**src/design/new_usb_ohci_pkg.sv**
```systemverilog
package new_usb_ohci_pkg;

  // Root-hub ports unless the top level says otherwise
  localparam int unsigned NumPhyPorts = 2;

  // HcControl.HCFS encoding
  typedef enum logic [1:0] {
    RESET       = 2'b00,
    RESUME      = 2'b01,
    OPERATIONAL = 2'b10,
    SUSPEND     = 2'b11
  } hcfs_e;

  // Register selected by one bus access
  typedef enum logic [3:0] {
    REVISION,
    CONTROL,
    INT_STATUS,
    INT_ENABLE,
    INT_DISABLE,
    FM_INTERVAL,
    FM_REMAINING,
    FM_NUMBER,
    RH_DESC_A,
    RH_PORT,
    NONE            // Unmapped address
  } reg_id_e;

  // Operational register offsets
  localparam logic [7:0] OffRevision    = 8'h00;
  localparam logic [7:0] OffControl     = 8'h04;
  localparam logic [7:0] OffIntStatus   = 8'h0C;
  localparam logic [7:0] OffIntEnable   = 8'h10;
  localparam logic [7:0] OffIntDisable  = 8'h14;
  localparam logic [7:0] OffFmInterval  = 8'h34;
  localparam logic [7:0] OffFmRemaining = 8'h38;
  localparam logic [7:0] OffFmNumber    = 8'h3C;
  localparam logic [7:0] OffRhDescA     = 8'h48;
  localparam logic [7:0] OffRhPort0     = 8'h54; // Port n sits at +4n

  localparam logic [31:0] RevisionValue   = 32'h0000_0010; // OHCI 1.0
  localparam logic [31:0] ControlWrMask   = 32'h0000_00FF; // CBSR, PLE, IE, CLE, BLE, HCFS
  localparam logic [13:0] FmIntervalReset = 14'h2EDF;      // 12000 bit times minus one

  // Interrupt bit positions
  localparam int unsigned IntSf   = 2;
  localparam int unsigned IntRhsc = 6;
  localparam int unsigned IntMie  = 31;

  typedef struct packed {
    logic        valid;
    logic        write;
    logic [7:0]  addr;
    logic [31:0] wdata;
  } reg_req_t;

  typedef struct packed {
    logic        ready;
    logic        error;
    logic [31:0] rdata;
  } reg_rsp_t;

  // Decoded write command
  typedef struct packed {
    logic        valid;
    reg_id_e     id;
    logic [3:0]  port;
    logic [31:0] data;
  } reg_wr_t;

  // Decoded read selection
  typedef struct packed {
    logic       valid;
    reg_id_e    id;
    logic [3:0] port;
    logic       error;
  } reg_rd_t;

  // HcRhPortStatus as read back
  typedef struct packed {
    logic [13:0] rsvd_hi;
    logic        pesc;  // Port enable status change
    logic        csc;   // Connect status change
    logic [13:0] rsvd_lo;
    logic        pes;   // Port enabled
    logic        ccs;   // Device connected
  } rh_port_status_t;

  // Same word as written by software
  typedef struct packed {
    logic [13:0] rsvd_hi;
    logic        clr_pesc;
    logic        clr_csc;
    logic [13:0] rsvd_lo;
    logic        set_port_enable;
    logic        clr_port_enable;
  } rh_port_cmd_t;

  typedef union packed {
    rh_port_status_t status;
    rh_port_cmd_t    cmd;
  } rh_port_word_u;

endpackage

```
**src/design/new_usb_ohci.sv**
```systemverilog
module new_usb_ohci import new_usb_ohci_pkg::*; #(
  parameter int unsigned NumPorts       = NumPhyPorts,
  parameter int unsigned DebounceCycles = 8
) (
  input  logic                soc_clk_i,
  input  logic                arst_n_i,
  // Control subordinate port
  input  reg_req_t            ctrl_req_i,
  output reg_rsp_t            ctrl_rsp_o,
  output logic                intr_o,
  // Line state per root-hub port
  input  logic [NumPorts-1:0] phy_dp_i,
  input  logic [NumPorts-1:0] phy_dm_i
);

  reg_wr_t                      reg_wr;
  reg_rd_t                      reg_rd;
  logic          [31:0]         control;
  logic          [31:0]         fm_interval;
  logic          [31:0]         fm_remaining;
  logic          [31:0]         fm_number;
  logic          [31:0]         int_status;
  logic          [31:0]         int_enable;
  logic                         sof;
  logic                         rhsc;
  rh_port_word_u [NumPorts-1:0] port_words;

  // Strobe into write command and read selection
  new_usb_ohci_reg_decode #(
    .NumPorts ( NumPorts )
  ) i_reg_decode (
    .req_i ( ctrl_req_i ),
    .wr_o  ( reg_wr ),
    .rd_o  ( reg_rd )
  );

  new_usb_ohci_frame_timer i_frame_timer (
    .soc_clk_i      ( soc_clk_i ),
    .arst_n_i       ( arst_n_i ),
    .wr_i           ( reg_wr ),
    .hcfs_o         ( ),              // State also visible through HcControl
    .control_o      ( control ),
    .fm_interval_o  ( fm_interval ),
    .fm_remaining_o ( fm_remaining ),
    .fm_number_o    ( fm_number ),
    .sof_o          ( sof )
  );

  new_usb_ohci_root_hub #(
    .NumPorts       ( NumPorts ),
    .DebounceCycles ( DebounceCycles )
  ) i_root_hub (
    .soc_clk_i ( soc_clk_i ),
    .arst_n_i  ( arst_n_i ),
    .wr_i      ( reg_wr ),
    .phy_dp_i  ( phy_dp_i ),
    .phy_dm_i  ( phy_dm_i ),
    .port_o    ( port_words ),
    .rhsc_o    ( rhsc )
  );

  new_usb_ohci_intr i_intr (
    .soc_clk_i ( soc_clk_i ),
    .arst_n_i  ( arst_n_i ),
    .wr_i      ( reg_wr ),
    .sof_i     ( sof ),
    .rhsc_i    ( rhsc ),
    .status_o  ( int_status ),
    .enable_o  ( int_enable ),
    .intr_o    ( intr_o )
  );

  // Read data and bus response
  new_usb_ohci_rsp_mux #(
    .NumPorts ( NumPorts )
  ) i_rsp_mux (
    .soc_clk_i      ( soc_clk_i ),
    .arst_n_i       ( arst_n_i ),
    .rd_i           ( reg_rd ),
    .control_i      ( control ),
    .fm_interval_i  ( fm_interval ),
    .fm_remaining_i ( fm_remaining ),
    .fm_number_i    ( fm_number ),
    .status_i       ( int_status ),
    .enable_i       ( int_enable ),
    .port_i         ( port_words ),
    .rsp_o          ( ctrl_rsp_o )
  );

endmodule

```
**src/design/new_usb_ohci_frame_timer.sv**
```systemverilog
module new_usb_ohci_frame_timer import new_usb_ohci_pkg::*; (
  input  logic        soc_clk_i,
  input  logic        arst_n_i,
  input  reg_wr_t     wr_i,
  output hcfs_e       hcfs_o,
  output logic [31:0] control_o,
  output logic [31:0] fm_interval_o,
  output logic [31:0] fm_remaining_o,
  output logic [31:0] fm_number_o,
  output logic        sof_o
);

  logic [31:0] control_q;
  logic [13:0] fi_q;         // Frame interval
  logic [13:0] remaining_q;
  logic [15:0] number_q;
  logic        running_q;    // Countdown loaded since entering OPERATIONAL
  logic        sof_q;
  logic        operational;

  assign hcfs_o      = hcfs_e'(control_q[7:6]);
  assign operational = (hcfs_o == OPERATIONAL);

  // Software side of HcControl and HcFmInterval
  always_ff @(posedge soc_clk_i or negedge arst_n_i) begin
    if (!arst_n_i) begin
      control_q <= '0;               // HCFS = RESET
      fi_q      <= FmIntervalReset;
    end else if (wr_i.valid) begin
      if (wr_i.id == CONTROL)     control_q <= wr_i.data & ControlWrMask;
      if (wr_i.id == FM_INTERVAL) fi_q      <= wr_i.data[13:0]; // Used at next reload
    end
  end

  // Frame countdown, FI+1 cycles per frame
  always_ff @(posedge soc_clk_i or negedge arst_n_i) begin
    if (!arst_n_i) begin
      remaining_q <= '0;
      number_q    <= '0;
      running_q   <= 1'b0;
      sof_q       <= 1'b0;
    end else begin
      sof_q <= 1'b0;
      if (!operational) begin
        remaining_q <= '0;           // Parked outside OPERATIONAL
        running_q   <= 1'b0;
      end else if (!running_q) begin
        remaining_q <= fi_q;         // First cycle in OPERATIONAL
        running_q   <= 1'b1;
      end else if (remaining_q == '0) begin
        remaining_q <= fi_q;         // Frame boundary
        number_q    <= number_q + 16'd1;
        sof_q       <= 1'b1;
      end else begin
        remaining_q <= remaining_q - 14'd1;
      end
    end
  end

  assign control_o      = control_q;
  assign fm_interval_o  = {18'd0, fi_q};
  assign fm_remaining_o = {18'd0, remaining_q};
  assign fm_number_o    = {16'd0, number_q};
  assign sof_o          = sof_q;

endmodule

```
**src/design/new_usb_ohci_intr.sv**
```systemverilog
module new_usb_ohci_intr import new_usb_ohci_pkg::*; (
  input  logic        soc_clk_i,
  input  logic        arst_n_i,
  input  reg_wr_t     wr_i,
  input  logic        sof_i,
  input  logic        rhsc_i,
  output logic [31:0] status_o,
  output logic [31:0] enable_o,
  output logic        intr_o
);

  // Implemented sources, MIE only exists on the enable side
  localparam logic [31:0] StatusMask = (32'd1 << IntSf) | (32'd1 << IntRhsc);
  localparam logic [31:0] EnableMask = StatusMask | (32'd1 << IntMie);

  logic [31:0] evt;
  logic [31:0] w1c;
  logic [31:0] en_set;
  logic [31:0] en_clr;
  logic [31:0] status_q;
  logic [31:0] enable_q;

  always_comb begin
    evt          = '0;
    evt[IntSf]   = sof_i;
    evt[IntRhsc] = rhsc_i;
  end

  assign w1c    = (wr_i.valid && wr_i.id == INT_STATUS)  ? (wr_i.data & StatusMask) : '0;
  assign en_set = (wr_i.valid && wr_i.id == INT_ENABLE)  ? (wr_i.data & EnableMask) : '0;
  assign en_clr = (wr_i.valid && wr_i.id == INT_DISABLE) ? (wr_i.data & EnableMask) : '0;

  always_ff @(posedge soc_clk_i or negedge arst_n_i) begin
    if (!arst_n_i) begin
      status_q <= '0;
      enable_q <= '0;
    end else begin
      status_q <= evt | (status_q & ~w1c);     // Event wins over clear
      enable_q <= (enable_q | en_set) & ~en_clr;
    end
  end

  // Master enable gates every source
  assign intr_o   = enable_q[IntMie] & (|(status_q & enable_q & StatusMask));
  assign status_o = status_q;
  assign enable_o = enable_q;

endmodule

```
**src/design/new_usb_ohci_reg_decode.sv**
```systemverilog
module new_usb_ohci_reg_decode import new_usb_ohci_pkg::*; #(
  parameter int unsigned NumPorts = NumPhyPorts
) (
  input  reg_req_t req_i,
  output reg_wr_t  wr_o,
  output reg_rd_t  rd_o
);

  logic [7:0] port_off;  // Offset into the port window
  logic [5:0] port_idx;
  logic       port_hit;
  reg_id_e    id;
  logic       writable;

  assign port_off = req_i.addr - OffRhPort0;
  assign port_idx = port_off[7:2];

  // Aligned, inside the window and below the implemented port count
  assign port_hit = (req_i.addr >= OffRhPort0) &&
                    (req_i.addr[1:0] == 2'b00) &&
                    (32'(port_idx) < NumPorts);

  always_comb begin
    case (req_i.addr)
      OffRevision:    id = REVISION;
      OffControl:     id = CONTROL;
      OffIntStatus:   id = INT_STATUS;
      OffIntEnable:   id = INT_ENABLE;
      OffIntDisable:  id = INT_DISABLE;
      OffFmInterval:  id = FM_INTERVAL;
      OffFmRemaining: id = FM_REMAINING;
      OffFmNumber:    id = FM_NUMBER;
      OffRhDescA:     id = RH_DESC_A;
      default:        id = port_hit ? RH_PORT : NONE; // HcCommandStatus falls here too
    endcase
  end

  // Read-only words drop their writes
  always_comb begin
    case (id)
      CONTROL,
      INT_STATUS,
      INT_ENABLE,
      INT_DISABLE,
      FM_INTERVAL,
      RH_PORT:  writable = 1'b1;
      default:  writable = 1'b0;
    endcase
  end

  // Write command, acted on at the strobe edge
  assign wr_o.valid = req_i.valid & req_i.write & writable;
  assign wr_o.id    = id;
  assign wr_o.port  = port_hit ? port_idx[3:0] : 4'd0;
  assign wr_o.data  = req_i.wdata;

  // Every strobe gets a response, writes included
  assign rd_o.valid = req_i.valid;
  assign rd_o.id    = id;
  assign rd_o.port  = port_hit ? port_idx[3:0] : 4'd0;
  assign rd_o.error = (id == NONE);

endmodule

```
**src/design/new_usb_ohci_root_hub.sv**
```systemverilog
module new_usb_ohci_root_hub import new_usb_ohci_pkg::*; #(
  parameter int unsigned NumPorts       = NumPhyPorts,
  parameter int unsigned DebounceCycles = 8
) (
  input  logic                         soc_clk_i,
  input  logic                         arst_n_i,
  input  reg_wr_t                      wr_i,
  input  logic          [NumPorts-1:0] phy_dp_i,
  input  logic          [NumPorts-1:0] phy_dm_i,
  output rh_port_word_u [NumPorts-1:0] port_o,
  output logic                         rhsc_o
);

  localparam int unsigned CntW = $clog2(DebounceCycles + 1);

  rh_port_word_u                     cmd_word;  // Write data in its command view
  logic [NumPorts-1:0]               present;
  logic [NumPorts-1:0]               wr_hit;
  logic [NumPorts-1:0]               flip;      // Debounced connect toggles
  logic [NumPorts-1:0]               set_pe;
  logic [NumPorts-1:0]               clr_pe;
  logic [NumPorts-1:0]               clr_csc;
  logic [NumPorts-1:0]               clr_pesc;
  logic [NumPorts-1:0]               ccs_q, ccs_d;
  logic [NumPorts-1:0]               pes_q, pes_d;
  logic [NumPorts-1:0]               csc_q, csc_d;
  logic [NumPorts-1:0]               pesc_q, pesc_d;
  logic [NumPorts-1:0][CntW-1:0]     cnt_q, cnt_d;
  logic                              rhsc_q;

  assign cmd_word = wr_i.data;
  assign present  = phy_dp_i ^ phy_dm_i;  // J or K, SE0 reads as empty

  always_comb begin
    for (int p = 0; p < NumPorts; p++) begin
      wr_hit[p] = wr_i.valid && (wr_i.id == RH_PORT) && (wr_i.port == 4'(p));

      // Line must disagree with CCS for DebounceCycles cycles in a row
      flip[p]  = 1'b0;
      cnt_d[p] = '0;
      if (present[p] != ccs_q[p]) begin
        if (cnt_q[p] == CntW'(DebounceCycles - 1)) begin
          flip[p] = 1'b1;
        end else begin
          cnt_d[p] = cnt_q[p] + CntW'(1);
        end
      end
      ccs_d[p] = ccs_q[p] ^ flip[p];

      set_pe[p]   = wr_hit[p] & cmd_word.cmd.set_port_enable;
      clr_pe[p]   = wr_hit[p] & cmd_word.cmd.clr_port_enable;
      clr_csc[p]  = wr_hit[p] & cmd_word.cmd.clr_csc;
      clr_pesc[p] = wr_hit[p] & cmd_word.cmd.clr_pesc;

      // Enable only takes on a connected port, disconnect drops it
      pes_d[p] = (pes_q[p] | (set_pe[p] & ccs_q[p])) &
                 ~clr_pe[p] & ~(flip[p] & ccs_q[p]);

      // Change bits, set beats write-one-to-clear
      csc_d[p]  = flip[p] | (set_pe[p] & ~ccs_q[p]) | (csc_q[p] & ~clr_csc[p]);
      pesc_d[p] = (flip[p] & ccs_q[p] & pes_q[p]) | (pesc_q[p] & ~clr_pesc[p]);
    end
  end

  always_ff @(posedge soc_clk_i or negedge arst_n_i) begin
    if (!arst_n_i) begin
      ccs_q  <= '0;
      pes_q  <= '0;
      csc_q  <= '0;
      pesc_q <= '0;
      cnt_q  <= '0;
      rhsc_q <= 1'b0;
    end else begin
      ccs_q  <= ccs_d;
      pes_q  <= pes_d;
      csc_q  <= csc_d;
      pesc_q <= pesc_d;
      cnt_q  <= cnt_d;
      rhsc_q <= |((csc_d & ~csc_q) | (pesc_d & ~pesc_q)); // Any change bit rising
    end
  end

  // Status view for reads
  always_comb begin
    for (int p = 0; p < NumPorts; p++) begin
      port_o[p]             = '0;
      port_o[p].status.ccs  = ccs_q[p];
      port_o[p].status.pes  = pes_q[p];
      port_o[p].status.csc  = csc_q[p];
      port_o[p].status.pesc = pesc_q[p];
    end
  end

  assign rhsc_o = rhsc_q;

endmodule

```
**src/design/new_usb_ohci_rsp_mux.sv**
```systemverilog
module new_usb_ohci_rsp_mux import new_usb_ohci_pkg::*; #(
  parameter int unsigned NumPorts = NumPhyPorts
) (
  input  logic                         soc_clk_i,
  input  logic                         arst_n_i,
  input  reg_rd_t                      rd_i,
  input  logic          [31:0]         control_i,
  input  logic          [31:0]         fm_interval_i,
  input  logic          [31:0]         fm_remaining_i,
  input  logic          [31:0]         fm_number_i,
  input  logic          [31:0]         status_i,
  input  logic          [31:0]         enable_i,
  input  rh_port_word_u [NumPorts-1:0] port_i,
  output reg_rsp_t                     rsp_o
);

  // NOCP and NPS set since power switching and overcurrent are absent
  localparam logic [31:0] RhDescA = 32'h0000_1200 | 32'(NumPorts);

  logic [31:0] port_word;
  logic [31:0] rdata_d;
  logic [31:0] rdata_q;
  logic        ready_q;
  logic        error_q;

  always_comb begin
    port_word = '0;
    for (int p = 0; p < NumPorts; p++) begin
      if (rd_i.port == 4'(p)) port_word = port_i[p].status;
    end
  end

  always_comb begin
    case (rd_i.id)
      REVISION:     rdata_d = RevisionValue;
      CONTROL:      rdata_d = control_i;
      INT_STATUS:   rdata_d = status_i;
      INT_ENABLE,
      INT_DISABLE:  rdata_d = enable_i;   // Both views of one register
      FM_INTERVAL:  rdata_d = fm_interval_i;
      FM_REMAINING: rdata_d = fm_remaining_i;
      FM_NUMBER:    rdata_d = fm_number_i;
      RH_DESC_A:    rdata_d = RhDescA;
      RH_PORT:      rdata_d = port_word;
      default:      rdata_d = '0;
    endcase
  end

  always_ff @(posedge soc_clk_i or negedge arst_n_i) begin
    if (!arst_n_i) begin
      ready_q <= 1'b0;
      error_q <= 1'b0;
    end else begin
      ready_q <= rd_i.valid;               // Exactly one cycle after the strobe
      error_q <= rd_i.valid & rd_i.error;
    end
  end

  always_ff @(posedge soc_clk_i) begin
    if (rd_i.valid) rdata_q <= rdata_d;    // Value from before the write edge
  end

  assign rsp_o.ready = ready_q;
  assign rsp_o.error = error_q;
  assign rsp_o.rdata = rdata_q;

endmodule

```
**config.mk**
```make
export PLATFORM = sky130hd
export DESIGN_NAME = new_usb_ohci
export DESIGN_NICKNAME = d
export VERILOG_FILES = /design/src/design/new_usb_ohci_pkg.sv /design/src/design/new_usb_ohci.sv /design/src/design/new_usb_ohci_frame_timer.sv /design/src/design/new_usb_ohci_intr.sv /design/src/design/new_usb_ohci_reg_decode.sv /design/src/design/new_usb_ohci_root_hub.sv /design/src/design/new_usb_ohci_rsp_mux.sv
export SDC_FILE = /design/constraint.sdc
export NUM_CORES = 1
export LEC_CHECK = 0
export ABC_AREA = 1
export BUFFER_PORTS_ARGS = -buffer_cell sky130_fd_sc_hd__buf_2
export CAP_MARGIN = 20
export CORE_ASPECT_RATIO = 2
export CORE_MARGIN = 8
export CORE_UTILIZATION = 43
export CTS_BUF_LIST = sky130_fd_sc_hd__clkbuf_8
export DETAILED_ROUTE_END_ITERATION = 6
export PLACE_DENSITY = 0.71
export SLEW_MARGIN = 5
export SYNTH_ARGS = -nofsm -noshare
export SYNTH_HDL_FRONTEND = slang
export SYNTH_SLANG_ARGS = --single-unit
```
**constraint.sdc**
```tcl
create_clock -name soc_clk_i -period 2.9 [get_ports soc_clk_i]
set_input_delay 0.145 -clock soc_clk_i [delete_from_list [all_inputs] [get_ports soc_clk_i]]
set_output_delay 0.145 -clock soc_clk_i [all_outputs]
set_load 0.02 [all_outputs]
```
---- After elaboration in Yosys (flattened, before gate mapping) ----
Index checks and enable logic that the tools add are counted.
word-level totals
  bits in latches ......................... 0
  memory bits (read-only) ................. 0
  word-level logic and storage cells ...... 155
  flip-flop bits (word level) ............. 169
  memory bits (writable) .................. 0
  memories kept ........................... 0
  output and inout bits ................... 35
cells by class
  eq/ne operators ......................... 24
  order comparisons ....................... 2
  shift-type cells ........................ 0
  $mul .................................... 0
  bitwise operators ....................... 61
  mux-type cells .......................... 25
  div/mod/pow operators ................... 0
  add/subtract/negate cells ............... 5
  reduce and logical (&&, ||, !) cells .... 20
operators with widths
  kind                     number
  $pmux W32 S9             1
  $mux W32                 3
  $and A32 B32 Y32         2
  $not A32 Y32             2
  $mux W14                 3
  $pmux W4 S9              1
  $or A32 B32 Y32          1
  $or A7 B32 Y32           1
  $and A1 B1 Y1            28
  $eq A4 B3 Y1 const B     6
  $eq A8 B6 Y1 const B     3
  $mux W4                  5
  $mux W18                 1
  $add A16 B1 Y16 const B  1
  $eq A8 B5 Y1 const B     2
  $logic_not A14 Y1        1
  $sub A14 B1 Y14 const B  1
  $eq A4 B4 Y1 const B     3
  $not A1 Y1               10
  $mux W1                  9
  $add A4 B1 Y4 const B    2
  $eq A4 B1 Y1 const B     2
  $eq A4 B2 Y1 const B     2
  $eq A8 B3 Y1 const B     1
  other kinds (24)         46

---- Longest topological paths before layout ----
  depth after elaboration ................. 18
  depth in mapped cells ................... 17
  mapped depth without buffers ............ 16

---- Modules after synthesis ----
A second synthesis with hierarchy kept.
unflattened totals
  cell total of the unflattened synthesis .. 1396
  area total of the unflattened synthesis .. 9551.7 µm²
modules (own cells, without submodules)
  module                    cells an instance  area each (µm²)  instances
  new_usb_ohci_frame_timer  434                3383.2           1
  new_usb_ohci_rsp_mux      583                3364.5           1
  new_usb_ohci_root_hub     171                1367.6           1
  new_usb_ohci_intr         98                 733.2            1
  new_usb_ohci_reg_decode   110                703.2            1

---- Worst setup path after synthesis ----
OpenSTA, ideal clock, no wires.
  path type ............................... flip-flop to flip-flop
  start ................................... register i_frame_timer.remaining_q[0]
  end ..................................... register i_frame_timer.number_q[14]
  arrival time ............................ 1914 ps
  setup time .............................. 121 ps
  cell stages (with the launch flop) ...... 12
  slack ................................... 865 ps
  required time ........................... 2779 ps
  buffers on the path ..................... 0
  path through ............................ dfrtp_1 -> inv_1 -> ha_1 -> nand2_2 -> nor2_4 -> nand4_2 -> nor3_4 -> nand3_2 -> or2_1 -> nor2_2 -> nand2_1 -> xor2_1
on the way
  longest elaborated chain between the ends .. 2
RTL lines
  item                                line                            RTL
  start, declared                     new_usb_ohci_frame_timer.sv:15  logic [13:0] remaining_q;
  start signal, assigned              new_usb_ohci_frame_timer.sv:48  remaining_q <= fi_q;
  start signal, assigned              new_usb_ohci_frame_timer.sv:51  remaining_q <= fi_q;
  start signal, assigned              new_usb_ohci_frame_timer.sv:55  remaining_q <= remaining_q - 14'd1;
  $logic_not A14 Y1                   new_usb_ohci_frame_timer.sv:50  end else if (remaining_q == '0) begin
  $reduce_and A3 Y1 (no source line)  -
  end signal, assigned                new_usb_ohci_frame_timer.sv:52  number_q <= number_q + 16'd1;
  end, declared                       new_usb_ohci_frame_timer.sv:16  logic [15:0] number_q;
Every way passes these cells.
A chain may end at the register's enable or synchronous reset.

---- Worst setup path after layout ----
Ends and elaborated chain as after synthesis.

==> metrics.csv <==
metric,value,unit
grt_max_degree,79,
die-area,0.0166,mm²
netlist.area_leader.share,31.1,%
finalCritPeriodShare,79.1,%
dp_hpwl,8.92,mm
avgSynthCellArea,8.99,µm²
grt_overflow_total,0,
areaGrowthSynthToFinish,11.6,%
synth_edf_count,19,
initial_core_util,43.4,%
io_pins,83,
fin_skew,6.67,ps
nets,720,
synth_area,0.00538,mm²
antenna_found_initial,0,
place_area,0.00574,mm²
ys_seq_area_share,47.1,%
critPathLaunch,i_frame_timer.remaining_q[0]$_DFF_PN0_,
vias_per_cell,5.04,
hold_slack,19.7,ps
crit_end,i_frame_timer.number_q[14]$_DFFE_PN0P_,
ant_nets,0,
ctsResizeCount,0,
cts_buffer_depth,2,
power_density,464,mW/mm²
drive_gt1_share,25.3,%
grtUsageTotal,14.9,%
reg2reg_to,i_frame_timer.number_q[14]$_DFFE_PN0P_,
clkTransAtPathRegs,90,ps
rsz0062_at_grt,no,
clkSinkCount,97,
grt_busiest_layer,met2,
ys.flop_type,dfrtp_1,
dp.cells,794,
grt_pass1_vias,4168,
tns,0,ps
root_buffer,clkbuf_8,
final_util,48.4,%
core-area,0.0124,mm²
netlist-cell-type-count,48,
num_rows,58,
die_h,174,µm
reg2reg_depth,11,
max_freq,436,MHz
r2r_setup_slack,610,ps
yosys_warnings,0,
worst_pin_slew,995,ps
status,"complete, no violations",
numPortBuffers,54,
cp-end-kind,flop,
syn_inst,599,
ys_ff_latch,97,
fin_cells,817,
relSlewSlack,33.6,%
yosysTopAreaCell,dfrtp_1,
grtUsageMet3,3.59,%
slew_violations,0,
grt_pass1_wl,19.8,mm
place_congestion,0.883,
async_reset_ff_share,80.4,%
p_leak,2.92,nW
final_cell_mix,"100 x nand2_1, 67 x dfrtp_1, 63 x inv_1, 53 x buf_2, 42 x nor2_1",
wire_per_inst,14.3,µm
peakVddDrop,0.432,mV
firstDrtPassIters,4,
hold_viol_final,0,
cts_tree,done,
via_count,4116,
grt_use_met2,24.3,%
critical_path_class,flop to flop,
netlist_top_cells_area,"dfrtp_1 31%, edfxtp_1 11%, nand2_1 7.0%, dfstp_2 5.4%, inv_1 4.3%",
chipWidth,95.1,µm
start_kind,flop,
arrival,2560,ps
use_met1,18.0,%
drtIter0Drc,196,
clk_latency,370,ps
numCtsBuffers,9,
path_max_fanout,5,
r2r-start,i_frame_timer.remaining_q[0]$_DFF_PN0_,
n_antenna_cell,0,
setup_viol,0,
drv_cap,0,
drc,0,
design_area,0.00601,mm²
totalWireLength,11.7,mm
final_common_cell,nand2_1,
htree_levels,3,
hold_class,input pin to flop,
period_minus_slack,2290,ps
required,3170,ps
[through the flow]
| step | total power [mW] | setup WS, ps |
|---|---|---|
| after floorplan | 1.81 | 865 |
| after global placement | 1.91 | 470 |
| after detailed placement | 1.93 | 419 |
| after CTS | 2.81 | 605 |
| after global routing | 2.91 | 391 |
| final | 2.79 | 605 |
[state kept, by name, indices dropped and copies added, names as in the netlist, 2 cells and up]
| register | cells |
|---|---|
| i_intr.status_o | 2 |
| i_root_hub.cnt_q | 8 |
| i_rsp_mux.rdata_q | 19 |
| i_frame_timer.number_q | 16 |
| i_root_hub.csc_q | 2 |
| i_root_hub.pesc_q | 2 |
| i_frame_timer.fi_q | 14 |
| i_frame_timer.control_o | 8 |
| i_frame_timer.remaining_q | 14 |
| i_root_hub.pes_q | 2 |
| i_intr.enable_o | 3 |
| i_root_hub.ccs_q | 2 |
[cell families after synthesis]
logic type	count (synthesis)	synth area share (%)
XOR/XNOR	33	5.37
other	1	0.0697
buffers and inverters	105	8.90
flip-flops	97	47.1
AND/OR/NAND/NOR	271	27.1
adder cells (fa/ha/maj)	10	2.32
AO/OA/AOI/OAI	82	9.09
[Yosys cell counts (10+ instances only)]
cell type,number
a21oi_1,24
dfstp_2,11
dfrtp_1,67
nand2_1,100
nand4_1,26
o21ai_0,26
inv_1,62
nand2_2,33
nand3_1,26
inv_2,16
ha_1,10
edfxtp_1,19
xor2_1,25
nor2_1,42
buf_4,17
[worst min-delay path by stage]
stage,cells past startpoint,start,to
floorplan,0,arst_n_i,i_frame_timer.control_o[0]$_DFFE_PN0P_
global placement,1,arst_n_i,i_root_hub.csc_q[1]$_DFF_PN0_
detailed placement,1,arst_n_i,i_rsp_mux.ready_q$_DFF_PN0_
CTS,3,ctrl_req_i[5],i_frame_timer.control_o[5]$_DFFE_PN0P_
global route,3,ctrl_req_i[3],i_frame_timer.fi_q[3]$_DFFE_PN1P_
finish,3,ctrl_req_i[5],i_frame_timer.control_o[5]$_DFFE_PN0P_
[power by group]
part           switching [mW]  total [mW]  internal [mW]
logic                   0.228       0.351          0.122
registers              0.0706        1.55           1.48
clock network           0.482       0.882          0.400
total                   0.781        2.79           2.00
[worst max-delay path, cell delays in order, from the launching register on]
cell	delay (ps)
dfrtp_1	410
inv_1	90
ha_1	230
nand2_2	100
nor2_4	170
nand4_2	150
nor3_4	300
nand3_2	140
or2_1	270
nor2_2	120
nand2_1	80
xor2_1	140
[final cells by class]
class	instances	area, µm²
clock inverter	7	71.3
multi-input combinational	409	2410
timing repair buffer	65	373
sequential	97	2540
fill	1150	6400
inverter	80	303
tap	150	188
clock buffer	9	124
[routing by layer]
metal  vias to the layer above  share of wire [%]
li1                       2072                  -
met1                      1934                 43
met2                        90                 50
met3                        20                5.2
met4                         0                2.5
met5                         -                  0
[timing repair]
item,in CTS,in global routing
buffers inserted,0,0
hold endpoints to repair,73,0
hold buffers,7,0
(Power assumes the default switching activity.)
